===== src/source/haar_defines.svh =====
`ifndef HAAR_DEFINES_SVH
`define HAAR_DEFINES_SVH

// classifiers evaluated in one stage
`define HAAR_NUM_CLASSIFIERS 4

// parameter words per classifier
`define HAAR_NUM_SLOTS 18

// load and window data words
`define HAAR_WORD_W 16

// corner index into the window
`define HAAR_INDEX_W 8

// integral-image points per window
`define HAAR_WINDOW_DEPTH 256

`define HAAR_FEATURE_W 32
`define HAAR_STAGE_W 20

`endif


===== src/source/haar_pkg.sv =====
`default_nettype none

`include "haar_defines.svh"

package haar_pkg;

	// one parameter word, read as a corner index or as a signed value
	typedef union packed {
		struct packed {
			logic [`HAAR_WORD_W-`HAAR_INDEX_W-1:0] pad;
			logic [`HAAR_INDEX_W-1:0] index;
		} idx;
		logic signed [`HAAR_WORD_W-1:0] value;
	} haar_word_u;

	// slot order within one classifier
	typedef enum logic [4:0] {
		slot_rect1_a    = 5'd0,
		slot_rect1_b    = 5'd1,
		slot_rect1_c    = 5'd2,
		slot_rect1_d    = 5'd3,
		slot_weight1    = 5'd4,
		slot_rect2_a    = 5'd5,
		slot_rect2_b    = 5'd6,
		slot_rect2_c    = 5'd7,
		slot_rect2_d    = 5'd8,
		slot_weight2    = 5'd9,
		slot_rect3_a    = 5'd10,
		slot_rect3_b    = 5'd11,
		slot_rect3_c    = 5'd12,
		slot_rect3_d    = 5'd13,
		slot_weight3    = 5'd14,
		slot_threshold  = 5'd15,
		slot_left       = 5'd16,
		slot_right      = 5'd17
	} haar_slot_e;

endpackage

`default_nettype wire


===== src/source/haar_feature_mac.sv =====
`timescale 1ns/1ps
`default_nettype none

`include "haar_defines.svh"

module haar_feature_mac (
	input wire clk_fpga,
	input wire arst_n,
	input wire rect_valid,
	input wire rect_first,
	input wire rect_last,
	input wire [`HAAR_WORD_W-1:0] corner_a,
	input wire [`HAAR_WORD_W-1:0] corner_b,
	input wire [`HAAR_WORD_W-1:0] corner_c,
	input wire [`HAAR_WORD_W-1:0] corner_d,
	input wire haar_pkg::haar_word_u weight,
	input wire haar_pkg::haar_word_u threshold,
	input wire haar_pkg::haar_word_u left_vote,
	input wire haar_pkg::haar_word_u right_vote,
	output logic vote_valid,
	output logic signed [`HAAR_WORD_W-1:0] vote
);

	localparam int FW = `HAAR_FEATURE_W;

	logic signed [FW-1:0] rect_diff;
	logic signed [FW-1:0] weight_ext;
	logic signed [FW-1:0] threshold_ext;
	logic signed [FW-1:0] rect_term;
	logic signed [FW-1:0] feature_acc;
	logic signed [FW-1:0] feature_sum;

	// corner sum A - B - C + D, wraps like the accumulator
	assign rect_diff = FW'(corner_a) - FW'(corner_b) - FW'(corner_c) + FW'(corner_d);
	assign weight_ext = FW'(weight.value);
	assign threshold_ext = FW'(threshold.value);
	assign rect_term = rect_diff * weight_ext;

	// first rectangle drops the previous classifier's feature
	assign feature_sum = (rect_first ? '0 : feature_acc) + rect_term;

	always_ff @(posedge clk_fpga or negedge arst_n)
	begin
		if (!arst_n)
		begin
			feature_acc <= '0;
			vote_valid <= 1'b0;
		end
		else
		begin
			vote_valid <= rect_valid && rect_last;
			if (rect_valid)
			begin
				feature_acc <= feature_sum;
			end
		end
	end

	// equality falls through to the right vote
	always_ff @(posedge clk_fpga)
	begin
		if (rect_valid && rect_last)
		begin
			vote <= (feature_sum < threshold_ext) ? left_vote.value : right_vote.value;
		end
	end

endmodule

`default_nettype wire


===== src/source/haar_stage_evaluator.sv =====
`timescale 1ns/1ps
`default_nettype none

`include "haar_defines.svh"

module haar_stage_evaluator (
	input wire clk_fpga,
	input wire arst_n,
	input wire start,
	input wire haar_pkg::haar_word_u [`HAAR_NUM_CLASSIFIERS*`HAAR_NUM_SLOTS-1:0] param_bank,
	input wire haar_pkg::haar_word_u stage_threshold,
	output logic [`HAAR_INDEX_W-1:0] corner_addr_a,
	output logic [`HAAR_INDEX_W-1:0] corner_addr_b,
	output logic [`HAAR_INDEX_W-1:0] corner_addr_c,
	output logic [`HAAR_INDEX_W-1:0] corner_addr_d,
	input wire [`HAAR_WORD_W-1:0] corner_a,
	input wire [`HAAR_WORD_W-1:0] corner_b,
	input wire [`HAAR_WORD_W-1:0] corner_c,
	input wire [`HAAR_WORD_W-1:0] corner_d,
	output logic busy,
	output logic done,
	output logic candidate,
	output logic signed [`HAAR_STAGE_W-1:0] stage_sum
);

	localparam int SW = `HAAR_STAGE_W;
	localparam int CLS_W = $clog2(`HAAR_NUM_CLASSIFIERS + 1);
	localparam int BANK_AW = $clog2(`HAAR_NUM_CLASSIFIERS * `HAAR_NUM_SLOTS);

	logic [CLS_W-1:0] cls_cnt;
	logic [1:0] rect_cnt;
	logic rect_active;
	logic rect_first;
	logic rect_last;
	logic cls_last;
	haar_pkg::haar_slot_e slot_a;
	haar_pkg::haar_slot_e slot_b;
	haar_pkg::haar_slot_e slot_c;
	haar_pkg::haar_slot_e slot_d;
	haar_pkg::haar_slot_e slot_w;
	haar_pkg::haar_word_u weight_word;
	haar_pkg::haar_word_u thr_word;
	haar_pkg::haar_word_u left_word;
	haar_pkg::haar_word_u right_word;
	logic vote_valid;
	logic signed [`HAAR_WORD_W-1:0] vote;
	logic signed [SW-1:0] vote_acc;
	logic signed [SW-1:0] vote_total;
	logic signed [SW-1:0] stage_thr_ext;

	function automatic haar_pkg::haar_word_u bank_word(input logic [CLS_W-1:0] cls,
		input haar_pkg::haar_slot_e slot);
		logic [BANK_AW-1:0] idx;
		idx = BANK_AW'(cls * `HAAR_NUM_SLOTS + slot);
		return param_bank[idx];
	endfunction

	// corner slot read through its index view
	function automatic logic [`HAAR_INDEX_W-1:0] bank_index(input logic [CLS_W-1:0] cls,
		input haar_pkg::haar_slot_e slot);
		haar_pkg::haar_word_u bank_entry;
		bank_entry = bank_word(cls, slot);
		return bank_entry.idx.index;
	endfunction

	// slots of the rectangle currently presented
	always_comb
	begin
		case (rect_cnt)
			2'd1:
			begin
				slot_a = haar_pkg::slot_rect2_a;
				slot_b = haar_pkg::slot_rect2_b;
				slot_c = haar_pkg::slot_rect2_c;
				slot_d = haar_pkg::slot_rect2_d;
				slot_w = haar_pkg::slot_weight2;
			end
			2'd2:
			begin
				slot_a = haar_pkg::slot_rect3_a;
				slot_b = haar_pkg::slot_rect3_b;
				slot_c = haar_pkg::slot_rect3_c;
				slot_d = haar_pkg::slot_rect3_d;
				slot_w = haar_pkg::slot_weight3;
			end
			default:
			begin
				slot_a = haar_pkg::slot_rect1_a;
				slot_b = haar_pkg::slot_rect1_b;
				slot_c = haar_pkg::slot_rect1_c;
				slot_d = haar_pkg::slot_rect1_d;
				slot_w = haar_pkg::slot_weight1;
			end
		endcase
	end

	always_comb
	begin
		corner_addr_a = bank_index(cls_cnt, slot_a);
		corner_addr_b = bank_index(cls_cnt, slot_b);
		corner_addr_c = bank_index(cls_cnt, slot_c);
		corner_addr_d = bank_index(cls_cnt, slot_d);
		weight_word = bank_word(cls_cnt, slot_w);
		thr_word = bank_word(cls_cnt, haar_pkg::slot_threshold);
		left_word = bank_word(cls_cnt, haar_pkg::slot_left);
		right_word = bank_word(cls_cnt, haar_pkg::slot_right);
	end

	assign rect_first = (rect_cnt == 2'd0);
	assign rect_last = (rect_cnt == 2'd2);
	assign cls_last = (cls_cnt == CLS_W'(`HAAR_NUM_CLASSIFIERS - 1));

	haar_feature_mac u_mac (
		.clk_fpga(clk_fpga),
		.arst_n(arst_n),
		.rect_valid(rect_active),
		.rect_first(rect_first),
		.rect_last(rect_last),
		.corner_a(corner_a),
		.corner_b(corner_b),
		.corner_c(corner_c),
		.corner_d(corner_d),
		.weight(weight_word),
		.threshold(thr_word),
		.left_vote(left_word),
		.right_vote(right_word),
		.vote_valid(vote_valid),
		.vote(vote)
	);

	assign vote_total = vote_acc + SW'(vote);
	assign stage_thr_ext = SW'(stage_threshold.value);

	always_ff @(posedge clk_fpga or negedge arst_n)
	begin
		if (!arst_n)
		begin
			busy <= 1'b0;
			done <= 1'b0;
			candidate <= 1'b0;
			stage_sum <= '0;
			rect_active <= 1'b0;
			cls_cnt <= '0;
			rect_cnt <= '0;
			vote_acc <= '0;
		end
		else
		begin
			done <= 1'b0;
			if (!busy)
			begin
				if (start)
				begin
					busy <= 1'b1;
					rect_active <= 1'b1;
					cls_cnt <= '0;
					rect_cnt <= '0;
					vote_acc <= '0;
				end
			end
			else
			begin
				if (rect_active)
				begin
					if (rect_last)
					begin
						rect_cnt <= '0;
						if (cls_last)
						begin
							rect_active <= 1'b0;
						end
						else
						begin
							cls_cnt <= cls_cnt + 1'b1;
						end
					end
					else
					begin
						rect_cnt <= rect_cnt + 2'd1;
					end
				end
				// last vote lands after the walk has stopped
				if (vote_valid)
				begin
					if (rect_active)
					begin
						vote_acc <= vote_total;
					end
					else
					begin
						stage_sum <= vote_total;
						candidate <= (vote_total > stage_thr_ext);
						done <= 1'b1;
						busy <= 1'b0;
					end
				end
			end
		end
	end

endmodule

`default_nettype wire


===== config.mk =====
export PLATFORM = sky130hd
export DESIGN_NAME = haar_stage_evaluator
export DESIGN_NICKNAME = d
export VERILOG_FILES = /design/src/source/haar_pkg.sv /design/src/source/haar_feature_mac.sv /design/src/source/haar_stage_evaluator.sv
export VERILOG_INCLUDE_DIRS = /design/src /design/src/source
export SDC_FILE = /design/constraint.sdc
export NUM_CORES = 2
export LEC_CHECK = 0
export ABC_AREA = 1
export BUFFER_PORTS_ARGS = -buffer_cell sky130_fd_sc_hd__buf_2
export CAP_MARGIN = 15
export CORE_AREA = 2 2 502 504
export DETAILED_ROUTE_END_ITERATION = 6
export DIE_AREA = 0 0 504 506
export PLACE_DENSITY_LB_ADDON = 0.12
export SYNTH_ARGS = -nofsm -noshare
export SYNTH_HDL_FRONTEND = slang
export SYNTH_SLANG_ARGS = --single-unit

===== constraint.sdc =====
create_clock -name clk_fpga -period 18.6 [get_ports clk_fpga]
set_input_delay 0.93 -clock clk_fpga [delete_from_list [all_inputs] [get_ports clk_fpga]]
set_output_delay 0.93 -clock clk_fpga [all_outputs]
set_load 0.005 [all_outputs]

==> results by group <==
Status
  • Status: finished with violations
  • Violated checks: max-capacitance violations

Worst setup path
  • Most common cell on crit path: fa_1
  • Startpoint types: flop
  • Critical path's slowest cell: fa_4
  • R2r endpoint: u_mac.vote[8]
  • Worst Path Required: between 15 and 20 ns
  • Worst path max stage delay: approximately 1.1 ns
  • CP endpoint kind: flop
  • Worst Setup Path Type: reg2reg
  • Reg2reg setup slack: between 4 and 5 ns
  • Reg2Reg Launch Point: rect_cnt[1]
  • CP Max Fanout: 100
  • Worst Reg-to-Reg Cells: 42
  • Critical Path AT: about 15 ns

Yosys
  • Synthesized net count: 11947
  • Mapped Cells: between 10000 and 15000
  • Synth Warn #: 0
  • Post-synth EDFFs: 16
  • Seq/Total Area, Yosys: 4.50%
  • Post-synth top area cell: nand2_1
  • Top-area cell type share of the netlist area: between 15 and 20%
  • #FFs+latches synth: 98
  • Largest cells by area after synthesis: nand2_1, nand3_1, fa_1, o21ai_0, inv_1
  • Syn avg cell area: approximately 5.6 um^2
  • Commonest register cell after synthesis: dfrtp_1
  • Mapped Area: 0.0563 mm^2
  • Asr flop ratio synth: between 80% and 90%
  • Count of different cell masters after synthesis: 69

Global route
  • Vias in the first global route: 75365
  • Maximum number of pins on one net before global-route repair: roughly 200
  • Initial antenna violation count: 243
  • First-pass GRT wire length: roughly 640000 um
  • GRT Util Overall: 35.6%
  • GRT overflow: 0

Timing
  • Final setup viols: 0
  • RSZ-0062 raised after global routing: false
  • Highest clock rate: about 70 MHz
  • Period minus WS final: around 14 ns
  • Hold Vio Cnt, Final: 0
  • Final Skew: 0.0186 ns
  • Tcrit/Tclk final: 76.9%
  • Final slew viol count: 0
  • Worst slew margin: between 2 and 2.5%
  • Setup TNS: 0 ns
  • Least-Margin Pin Slew: 1.44 ns

Routing
  • Drc violations: 0
  • Remaining antenna violation count: 0
  • DR iter-0 viols: 11034
  • First-pass DRT Iterations: 7
  • Total Wirelength: 476000 um
  • DR WL/cell: ~33 um
  • Via count: between 80000 and 90000
  • Drt via density: about 5.6

CTS
  • CTS tree: done
  • Clock buffer depth: 2
  • Clock sinks: 98
  • Reg clk slew, reported paths: around 0.08 ns
  • Post-CTS Setup Repair Bufs: 0
  • TritonCTS buffer count: 9
  • H-tree levels: 3
  • Worst-Skew Late Latency: around 0.38 ns
  • Number of gates resized after CTS: 0
  • CTS Hold Bufs: 0
  • CTS Root Buffer Type: clkbuf_16

Die
  • DIE AREA: ~0.26 mm^2
  • Core ar.: about 0.25 mm^2
  • Die Span X: just over 500 um
  • I/O pins: approximately 1300
  • Die Y: 506 um
  • FP Rows: between 150 and 200
  • Initial Util: 22.5%

Final layout
  • Fill cells: 29461
  • Nets@finish: between 10000 and 15000
  • Area Growth Syn to Fin: 18.1%
  • Commonest non-fill, non-tap cell in the layout: nand2_1
  • Share of cells above drive strength 1: approximately 15%
  • Most frequent cells in the layout: nand2_1, nand3_1, buf_2, o21ai_0, inv_1

Worst hold path
  • HP Class: reg2reg
  • WHS Path Cells: 1
  • Worst hold start: u_mac.vote_valid
  • Hold Path End: busy

Place
  • Gpl congestion: about 1.1
  • Dpl hpwl: roughly 370000 um
  • PortBufs: around 1300

Job
  • Max-Cap Viols: 1
[kinds of logic (layout without fill, tap and decap cells)]
| kind of cell | count (synthesis) | in the layout | share of synthesized area (%) |
|---|---|---|---|
| simple gates | 4834 | 4834 | 36.2 |
| mux | 71 | 71 | 1.26 |
| buf+inv | 1992 | 2703 | 13.9 |
| fa+ha+maj | 576 | 576 | 17.6 |
| other cells | 0 | 213 | 0 |
| flops | 98 | 98 | 4.50 |
| compound gates | 2472 | 2472 | 25.1 |
| xor+xnor | 93 | 93 | 1.52 |
[cells in the mapped netlist, drive strengths merged (23+ instances only)]
| cell type | instances |
|---|---|
| dfrtp | 82 |
| clkbuf | 468 |
| mux2i | 71 |
| nor3 | 50 |
| buf | 313 |
| nand4 | 23 |
| a31oi | 27 |
| or2 | 27 |
| nand3 | 1494 |
| o22ai | 43 |
| ha | 219 |
| nand2 | 2540 |
| a32o | 35 |
| o21ai | 1220 |
| xor2 | 78 |
| o211ai | 225 |
| o31ai | 29 |
| a21oi | 663 |
| o311ai | 33 |
| o221ai | 57 |
| inv | 1193 |
| fa | 357 |
| nor2 | 663 |
[worst max-delay path by stage]
stage	to	slack, ns	start
2_1_floorplan	u_mac.vote[1]	7.27	corner_a[0]
3_3_place_gp	u_mac.vote[1]	4.48	rect_cnt[1]
3_5_place_dp	u_mac.vote[8]	4.38	rect_cnt[1]
4_1_cts	u_mac.vote[8]	4.34	rect_cnt[1]
5_1_grt	u_mac.vote[8]	3.11	rect_cnt[1]
6_report	u_mac.vote[8]	4.30	rect_cnt[1]
[area by class of cell]
class	instances	area [um^2]	area share (%)
Inverter	1211	4610	6.94
Tap cell	3348	4190	6.30
Multi-Input combinational cell	8046	46300	69.7
Antenna cell	213	533	0.802
Clock buffer	9	225	0.339
Clock inverter	7	78.8	0.119
Sequential cell	98	2540	3.83
Timing Repair Buffer	1476	7980	12.0
[metrics by stage]
step	hold slack, ns	cell area [um^2]	util (%)	std cells	setup slack (ns)
finish	0.472	66500	26.6	14408	4.30
global route	0.512	66300	26.5	14355	3.11
CTS	0.479	65800	26.3	14185	4.34
detailed placement	0.462	65500	26.2	14169	4.38
global placement	0.459	65500	26.2	14167	4.48
floorplan	0.424	56300	-	10136	7.27
[flip-flops by register name, summed over array words and instances (netlist names)]
name               count
busy                   1
candidate              1
cls_cnt                3
done                   1
rect_active            1
rect_cnt               2
stage_sum             20
u_mac.feature_acc     32
u_mac.vote            16
u_mac.vote_valid       1
vote_acc              20
[metal layers]
metal	routed length (um)	up-vias	global-route usage [%]	share of wire [%]
met5	486	-	0	0.10
met4	41900	78	26.6	8.8
met3	51700	1155	9.25	11
met2	197000	5305	51.7	41
met1	185000	39018	44.9	39
li1	-	35358	-	-
[critical path: cells and delay by family, from the launching register on]
kind                       cells  cell delay, ns
AOI/OAI and AO/OA             11            2.20
adders and majority gates     10            5.28
xor gates and xnor gates       1            0.25
DFF                            1            0.38
and+or+nand+nor               13            3.09
buffers and inverters          7            2.71
Power is left out: the tool's default activity adds up to more than one toggle a clock period on the data nets, which glitch-free logic cannot reach.
