--- config.mk ---
export PLATFORM = sky130hd
export DESIGN_NAME = haar_param_loader
export DESIGN_NICKNAME = d
export VERILOG_FILES = /design/src/source/haar_pkg.sv /design/src/source/haar_param_loader.sv
export VERILOG_INCLUDE_DIRS = /design/src /design/src/source
export SDC_FILE = /design/constraint.sdc
export NUM_CORES = 1
export LEC_CHECK = 0
export BUFFER_PORTS_ARGS = -buffer_cell sky130_fd_sc_hd__buf_2
export CAP_MARGIN = 20
export CORE_AREA = 2 2 473 475
export DETAILED_ROUTE_END_ITERATION = 6
export DIE_AREA = 0 0 475 477
export PLACE_DENSITY = 0.41
export SLEW_MARGIN = 20
export SYNTH_ARGS = -nofsm -noshare
export SYNTH_HDL_FRONTEND = slang
export SYNTH_SLANG_ARGS = --single-unit
--- constraint.sdc ---
create_clock -name clk_fpga -period 1.85 [get_ports clk_fpga]
set_input_delay 0.2775 -clock clk_fpga [delete_from_list [all_inputs] [get_ports clk_fpga]]
set_output_delay 0.2775 -clock clk_fpga [all_outputs]
set_load 0.1 [all_outputs]
--- src/source/haar_defines.svh ---
`ifndef HAAR_DEFINES_SVH
`define HAAR_DEFINES_SVH

// classifiers evaluated in one stage
`define HAAR_NUM_CLASSIFIERS 4

// parameter words per classifier
`define HAAR_NUM_SLOTS 18

// load and window data words
`define HAAR_WORD_W 16

// corner index into the window
`define HAAR_INDEX_W 8

// integral-image points per window
`define HAAR_WINDOW_DEPTH 256

`define HAAR_FEATURE_W 32
`define HAAR_STAGE_W 20

`endif

--- src/source/haar_pkg.sv ---
`default_nettype none

`include "haar_defines.svh"

package haar_pkg;

	// one parameter word, read as a corner index or as a signed value
	typedef union packed {
		struct packed {
			logic [`HAAR_WORD_W-`HAAR_INDEX_W-1:0] pad;
			logic [`HAAR_INDEX_W-1:0] index;
		} idx;
		logic signed [`HAAR_WORD_W-1:0] value;
	} haar_word_u;

	// slot order within one classifier
	typedef enum logic [4:0] {
		slot_rect1_a    = 5'd0,
		slot_rect1_b    = 5'd1,
		slot_rect1_c    = 5'd2,
		slot_rect1_d    = 5'd3,
		slot_weight1    = 5'd4,
		slot_rect2_a    = 5'd5,
		slot_rect2_b    = 5'd6,
		slot_rect2_c    = 5'd7,
		slot_rect2_d    = 5'd8,
		slot_weight2    = 5'd9,
		slot_rect3_a    = 5'd10,
		slot_rect3_b    = 5'd11,
		slot_rect3_c    = 5'd12,
		slot_rect3_d    = 5'd13,
		slot_weight3    = 5'd14,
		slot_threshold  = 5'd15,
		slot_left       = 5'd16,
		slot_right      = 5'd17
	} haar_slot_e;

endpackage

`default_nettype wire

--- src/source/haar_param_loader.sv ---
`timescale 1ns/1ps
`default_nettype none

`include "haar_defines.svh"

module haar_param_loader (
	input wire clk_fpga,
	input wire arst_n,
	input wire load_en,
	input wire [7:0] load_classifier,
	input wire [7:0] load_slot,
	input wire haar_pkg::haar_word_u load_data,
	output haar_pkg::haar_word_u [`HAAR_NUM_CLASSIFIERS*`HAAR_NUM_SLOTS-1:0] param_bank,
	output haar_pkg::haar_word_u stage_threshold
);

	localparam int BANK_DEPTH = `HAAR_NUM_CLASSIFIERS * `HAAR_NUM_SLOTS;
	localparam int BANK_AW = $clog2(BANK_DEPTH);

	logic [BANK_AW-1:0] bank_idx;
	logic slot_in_range;
	logic cls_in_range;
	logic thr_select;

	// flat position of classifier and slot in the bank
	always_comb
	begin
		bank_idx = BANK_AW'(load_classifier * `HAAR_NUM_SLOTS + load_slot);
	end

	assign slot_in_range = (load_slot <= 8'(haar_pkg::slot_right));
	assign cls_in_range = (load_classifier < 8'(`HAAR_NUM_CLASSIFIERS));

	// stage threshold sits one past the last classifier, slot zero
	assign thr_select = (load_classifier == 8'(`HAAR_NUM_CLASSIFIERS)) &&
		(load_slot == 8'(haar_pkg::slot_rect1_a));

	always_ff @(posedge clk_fpga or negedge arst_n)
	begin
		if (!arst_n)
		begin
			param_bank <= '0;
		end
		else if (load_en && cls_in_range && slot_in_range)
		begin
			param_bank[bank_idx] <= load_data;
		end
	end

	always_ff @(posedge clk_fpga or negedge arst_n)
	begin
		if (!arst_n)
		begin
			stage_threshold <= '0;
		end
		else if (load_en && thr_select)
		begin
			stage_threshold <= load_data;
		end
	end

endmodule

`default_nettype wire

==> results_dict.tcl, run 1 <==
set metrics [dict create \
    drive_above_1_share_pct 47.8 \
    grt_max_degree 122 \
    reg2reg_slack_ns 1.03 \
    power_density_mw_per_mm2 887 \
    row_count 173 \
    timing.hold.ws_ns 0.0768 \
    synth_seq_cells 1168 \
    syn-instance-count 3975 \
    period_minus_slack_ns 2.13 \
    cts_buffer_depth 3 \
    dr.pass1.iters 5 \
    hold_violations 0 \
    layout.cells.most_common_list "o21ai_1, dfrtp_1, buf_2, o21ai_2, buf_4" \
    drc_errors 0 \
    fillers 22625 \
    vias 40644 \
    root_buffer "clkbuf_16" \
    grt-ovfl-total 0 \
    final.period_utilization_pct 115 \
    critical_path_class "input port to flip-flop" \
    grt_util_all_layers_pct 20.4 \
    drv_cap 0 \
    die_w_um 475 \
    synth-seq-area-share_pct 66.1 \
    grt_pass1_wl_mm 328 \
    final_core_util_pct 32.4 \
    cts_buffers 140 \
    io_pins 1203 \
    start_util_pct 20.0 \
    synth_edf_count 0 \
    die_area_mm2 0.227 \
    cp_max_fo 6 \
    drt_iter0_markers 2910 \
    die_h_um 477 \
    end_kind "flip-flop" \
    r2r-start "param_bank[3]" \
    insertion_delay_ns 0.80 \
    ant_nets 0 \
    layout_commonest_cell "o21ai_1" \
    path_clk_slew_ns 0.06 \
    tns_ns -153.91 \
    grt_pass1_vias 39171 \
    ys_warn_count 0 \
    rsz0062_at_grt "yes" \
    cts_htree_levels 4 \
    worst_pin_slew_ns 0.779 \
    drv_slew 0 \
    vdd_drop_max_uv 911 \
    worstPathRequired_ns 2.53 \
    p_leak_uw 0.0350 \
    io_buffers 1202 \
    worstSetupStartpoint "load_classifier[0]" \
    coreArea_mm2 0.221 \
    worstSetupStartpointType "input port" \
    area_delta_synth_final_pct 62.1 \
    place.gp.congestion 0.810 \
    holdCritPathClass "input port to flip-flop" \
    antenna_found_initial 22 \
    slew_headroom_pct 48.1 \
    wl_per_cell_um 29.3 \
    cts_tree "yes" \
    routed_wl_mm 257 \
    cts_sinks 1168 \
    cp.arrival_ns 2.81 \
    vias_per_cell 4.63 \
    fin_ws_ns -0.278 \
    timing.rr.end "param_bank[3]" \
    async_reset_ff_share_pct 100 \
    finClkSkew_ns 0 \
    syn_area_per_cell_um2 11.1 \
    fin_nets 5739 \
    timing.fmax_mhz 470 \
    syn_area_mm2 0.0442 \
    synthesis.nets 4019 \
    setup_viol 2036 \
    dp_hpwl_mm 160 \
    synth_ff_type "dfrtp_1" \
    yosysUniqueCellTypes 49 \
    violations "setup timing" \
    r2r_cells 3 \
    cp-endpoint "param_bank[177]" \
    outcome "finished, violations left" \
]
## final cells by class
| type | count | area [µm²] | area share [%] |
|---|---|---|---|
| repair buffers | 1965 | 18500 | 25.8 |
| clock buffers | 205 | 4100 | 5.72 |
| diodes | 5 | 12.5 | 0.0175 |
| flip-flops and latches | 1168 | 29200 | 40.8 |
| multi-input cells | 2418 | 15500 | 21.7 |
| inverters | 2 | 10.0 | 0.0140 |
| well taps | 2975 | 3720 | 5.19 |
| clock inverters | 40 | 579 | 0.808 |
## critical path: stages
cell       delay, ns
buf_8           0.11
ha_4            0.26
ha_4            0.20
a21o_1          0.22
nor2_4          0.23
buf_6           0.14
nor4b_4         0.04
buf_6           0.15
o31ai_4         0.27
buf_12          0.18
buf_12          0.15
buf_12          0.16
buf_8           0.13
clkbuf_16       0.17
o21ai_1         0.06
## state kept, by name, indices dropped and copies added, names as in the netlist
register / count
stage_threshold: 16
param_bank: 1152
## repair_timing
item | in CTS | in global routing
hold buffers | 5 | 0
pin swaps | 24 | 70
setup buffers | 49 | 71
resized for setup | 389 | 808
endpoints found under the hold margin | 865 | 0
setup endpoints to repair | 2299 | 2210
cloned | 49 | 84
## layer usage
metal	vias up	global-route usage, %	part of all wire, %
li1	17849	-	-
met1	20886	26.3	42
met2	1592	33.3	47
met3	317	5.85	7.5
met4	0	5.67	2.9
met5	-	0	0
## cells in the mapped netlist (3+ instances only)
| cell | number | area share, % |
|---|---|---|
| nor3_4 | 9 | 0.33 |
| o31ai_4 | 4 | 0.19 |
| nand2b_1 | 3 | 0.042 |
| ha_1 | 8 | 0.23 |
| a21oi_1 | 3 | 0.034 |
| nor3_2 | 7 | 0.16 |
| nand2_1 | 134 | 1.1 |
| mux2_2 | 144 | 3.7 |
| buf_2 | 76 | 0.86 |
| o21ai_1 | 519 | 5.9 |
| o21ai_0 | 1532 | 17 |
| nor2_1 | 7 | 0.059 |
| nor3_1 | 4 | 0.045 |
| buf_1 | 21 | 0.18 |
| dfrtp_1 | 1168 | 66 |
| o31ai_2 | 4 | 0.11 |
| nor4_4 | 3 | 0.14 |
| clkbuf_1 | 281 | 2.4 |
| buf_6 | 9 | 0.23 |
## through the flow
stage               setup WS [ns]  instance area, µm²  cells  total power (µW)
floorplan                  -0.690               45300   3975             28600
global placement            -1.16               59100   8293             31300
finish                     -0.278               71700   8778             63600
global route               -0.264               71700   8778             65800
CTS                        -0.163               66900   8639             62000
detailed placement          -1.18               59100   8293             31300
## how the worst min path moves through the flow
stage                   from               end  cells after the start
6_report        load_data[8]  param_bank[1048]                      3
5_1_grt        load_data[13]  param_bank[1133]                      3
4_1_cts        load_data[15]    param_bank[79]                      4
3_5_place_dp          arst_n    param_bank[96]                      1
3_3_place_gp          arst_n    param_bank[96]                      1
2_1_floorplan         arst_n     param_bank[0]                      0
## power breakdown
group	internal [µW]	total (µW)	switching (µW)
combinational	4050	9520	5470
clock	16400	28500	12100
sequential	25600	25600	6.54
total	46000	63600	17600
## cells by family (layout without fill, tap and decap cells)
kind of cell | Yosys count | count (layout) | share of synthesized area (%)
xor gates and xnor gates | 8 | 8 | 0.325
DFF | 1168 | 1168 | 66.1
and+or+nand+nor | 189 | 189 | 2.34
AOI/OAI and AO/OA | 2068 | 2068 | 23.7
buffers and inverters | 389 | 2212 | 3.67
adders and majority gates | 9 | 9 | 0.272
other | 0 | 5 | 0
muxes | 144 | 144 | 3.67
(Power assumes the default switching activity.)
==> run 2, diff against run 1 <==
--- a/config.mk
+++ b/config.mk
@@ -6,12 +6,13 @@
 export SDC_FILE = /design/constraint.sdc
 export NUM_CORES = 1
 export LEC_CHECK = 0
+export ABC_AREA = 1
 export BUFFER_PORTS_ARGS = -buffer_cell sky130_fd_sc_hd__buf_2
 export CAP_MARGIN = 20
-export CORE_AREA = 2 2 473 475
+export CORE_AREA = 2 2 468 470
 export DETAILED_ROUTE_END_ITERATION = 6
-export DIE_AREA = 0 0 475 477
-export PLACE_DENSITY = 0.41
+export DIE_AREA = 0 0 470 472
+export PLACE_DENSITY = 0.42
 export SLEW_MARGIN = 20
 export SYNTH_ARGS = -nofsm -noshare
 export SYNTH_HDL_FRONTEND = slang
==> constraint.sdc (replaced) <==
create_clock -name clk_fpga -period 2.7 [get_ports clk_fpga]
set_input_delay 0.405 -clock clk_fpga [delete_from_list [all_inputs] [get_ports clk_fpga]]
set_output_delay 0.405 -clock clk_fpga [all_outputs]
set_load 0.1 [all_outputs]
==> results_dict.tcl, run 2 <==
set metrics [dict create \
    outcome "complete, no violations" \
    power_density_mw_per_mm2 640 \
    synth_seq_cells 1168 \
    synthesis.nets 5077 \
    synth.largest_area_cell "dfrtp_1" \
    fin_nets 6340 \
    dp_hpwl_mm 160 \
    grt_pass1_vias 40853 \
    synth_common_cells "nand2_1, dfrtp_1, nand3_1, o21ai_0, buf_2" \
    grt_util_all_layers_pct 20.5 \
    worst_pin_slew_ns 0.940 \
    critical_path_class "input port to flip-flop" \
    dpl-instance-area_mm2 0.0579 \
    cts_buffer_depth 3 \
    vias 41693 \
    cp_max_fo 21 \
    cp.arrival_ns 3.25 \
    period_minus_slack_ns 2.51 \
    place.gp.congestion 0.834 \
    finClkSkew_ns 0 \
    worstPathRequired_ns 3.43 \
    die_area_mm2 0.222 \
    final.period_utilization_pct 93.0 \
    grt_max_degree 77 \
    yosysUniqueCellTypes 27 \
    p_leak_uw 0.0360 \
    vias_per_cell 4.50 \
    syn_area_per_cell_um2 9.15 \
    vdd_drop_max_uv 663 \
    timing.hold.ws_ns 0.0594 \
    worstSetupStartpointType "input port" \
    wl_per_cell_um 25.4 \
    hold_violations 0 \
    regArea_mm2 0.0292 \
    drv_cap 0 \
    synth_area_leaders "dfrtp_1, nand2_1, nand3_1" \
    drt_iter0_markers 3415 \
    end_kind "flip-flop" \
    routed_wl_mm 235 \
    insertion_delay_ns 0.80 \
    io_pins 1203 \
    grt-ovfl-total 0 \
    dr.pass1.iters 5 \
    async_reset_ff_share_pct 100 \
    ant_nets 0 \
    slew_headroom_pct 37.3 \
    drv_slew 0 \
    io_buffers 1202 \
    start_util_pct 21.3 \
    netlist.area_leader.share_pct 63.5 \
    grt_pass1_wl_mm 329 \
    antenna_found_initial 14 \
    synth-seq-area-share_pct 63.5 \
    regMostFlops "param_bank" \
    synth_ff_type "dfrtp_1" \
    rsz0062_at_grt "no" \
    synth_edf_count 0 \
    cts_buffers 142 \
    holdCritPathClass "input port to flip-flop" \
    multi_input_area_mm2 0.0148 \
    path_clk_slew_ns 0.06 \
    root_buffer "clkbuf_16" \
    layout.cells.most_common_list "nand2_1, buf_2, dfrtp_1, nand3_1, o21ai_0" \
    stdcell_area_mm2 0.0627 \
    timing.fmax_mhz 398 \
    largest_reg_flops 1152 \
    fillers 23116 \
    yosysMostFrequentCell "nand2_1" \
    area_delta_synth_final_pct 36.2 \
    top_regs "param_bank (1152), stage_threshold (16)" \
    cts_htree_levels 4 \
    layout_commonest_cell "nand2_1" \
    drc_errors 0 \
    coreArea_mm2 0.217 \
    syn_area_mm2 0.0461 \
    cts_sinks 1168 \
    die_w_um 470 \
    cts_tree "yes" \
    die_h_um 472 \
    setup_viol 0 \
    syn-instance-count 5033 \
    ys_warn_count 0 \
    drive_above_1_share_pct 28.2 \
    row_count 171 \
]
## run 2: area by class of cell
cell class	count	area share [%]
flip-flops and latches	1168	46.6
diodes	9	0.0359
clock inverters	39	0.770
clock buffers	213	6.65
well taps	2854	5.69
repair buffers	1555	16.4
inverters	37	0.221
multi-input cells	3392	23.7
## run 2: kinds of logic after synthesis
kind of cell,after synthesis,share of synthesized area (%)
xor gates and xnor gates,2,0.0380
AOI/OAI and AO/OA,276,3.01
and+or+nand+nor,3105,28.6
DFF,1168,63.5
buffers and inverters,473,4.60
adders and majority gates,9,0.261
## run 2: per-layer routing
layer,track usage [%],vias up,share of wire [%]
met5,0,-,0
met4,7.88,0,3.9
met3,6.60,349,8.6
met2,32.9,1716,46
met1,25.7,20847,42
li1,-,18781,-
## run 2: timing repair
item,4_1_cts,5_1_grt
gates resized for setup,0,1
buffers inserted,0,1
hold buffers,8,0
hold endpoints to repair,46,0
setup endpoints to repair,0,115
## run 2: final timing paths
kind                                     from                  to  slack (ns)  cells past startpoint
setup / recovery           load_classifier[4]     param_bank[423]        0.19                     17
hold / removal                  load_data[11]     param_bank[827]        0.06                      3
setup reg to reg              param_bank[927]     param_bank[927]        1.91                      2
hold reg to reg               param_bank[997]     param_bank[997]        0.47                      2
max in group asynchronous              arst_n     param_bank[736]        1.24                      3
min in group asynchronous              arst_n  stage_threshold[3]        0.22                      2
## run 2: worst max-delay path: stages
cell     delay [ns]
buf_2          0.13
ha_1           0.34
ha_1           0.32
ha_1           0.34
nand2_1        0.09
inv_1          0.08
nand2_1        0.07
nand2_1        0.06
nor2_1         0.05
nand3_1        0.19
nand3_2        0.20
buf_4          0.19
nor2_4         0.18
buf_12         0.22
buf_12         0.19
nand3_1        0.07
nand2_1        0.10
## run 2: power breakdown
part / total, µW / switching, µW / internal (µW)
combinational: 3210 / 2420 / 796
clock: 19400 / 8200 / 11200
sequential: 17500 / 4.20 / 17500
## run 2: per-stage QoR
step                      cells  setup WS (ns)  power (µW)  setup TNS [ns]  util [%]
after floorplan            5033        -0.0402       19000           -7.14         -
after global placement     8996         -0.851       21100         -638.73      26.7
after detailed placement   8996         -0.792       21100         -583.94      26.7
after CTS                  9256         0.0580       40700               0      28.9
after global routing       9263         0.0192       41600               0      29.0
final                      9267          0.188       40200               0      29.0
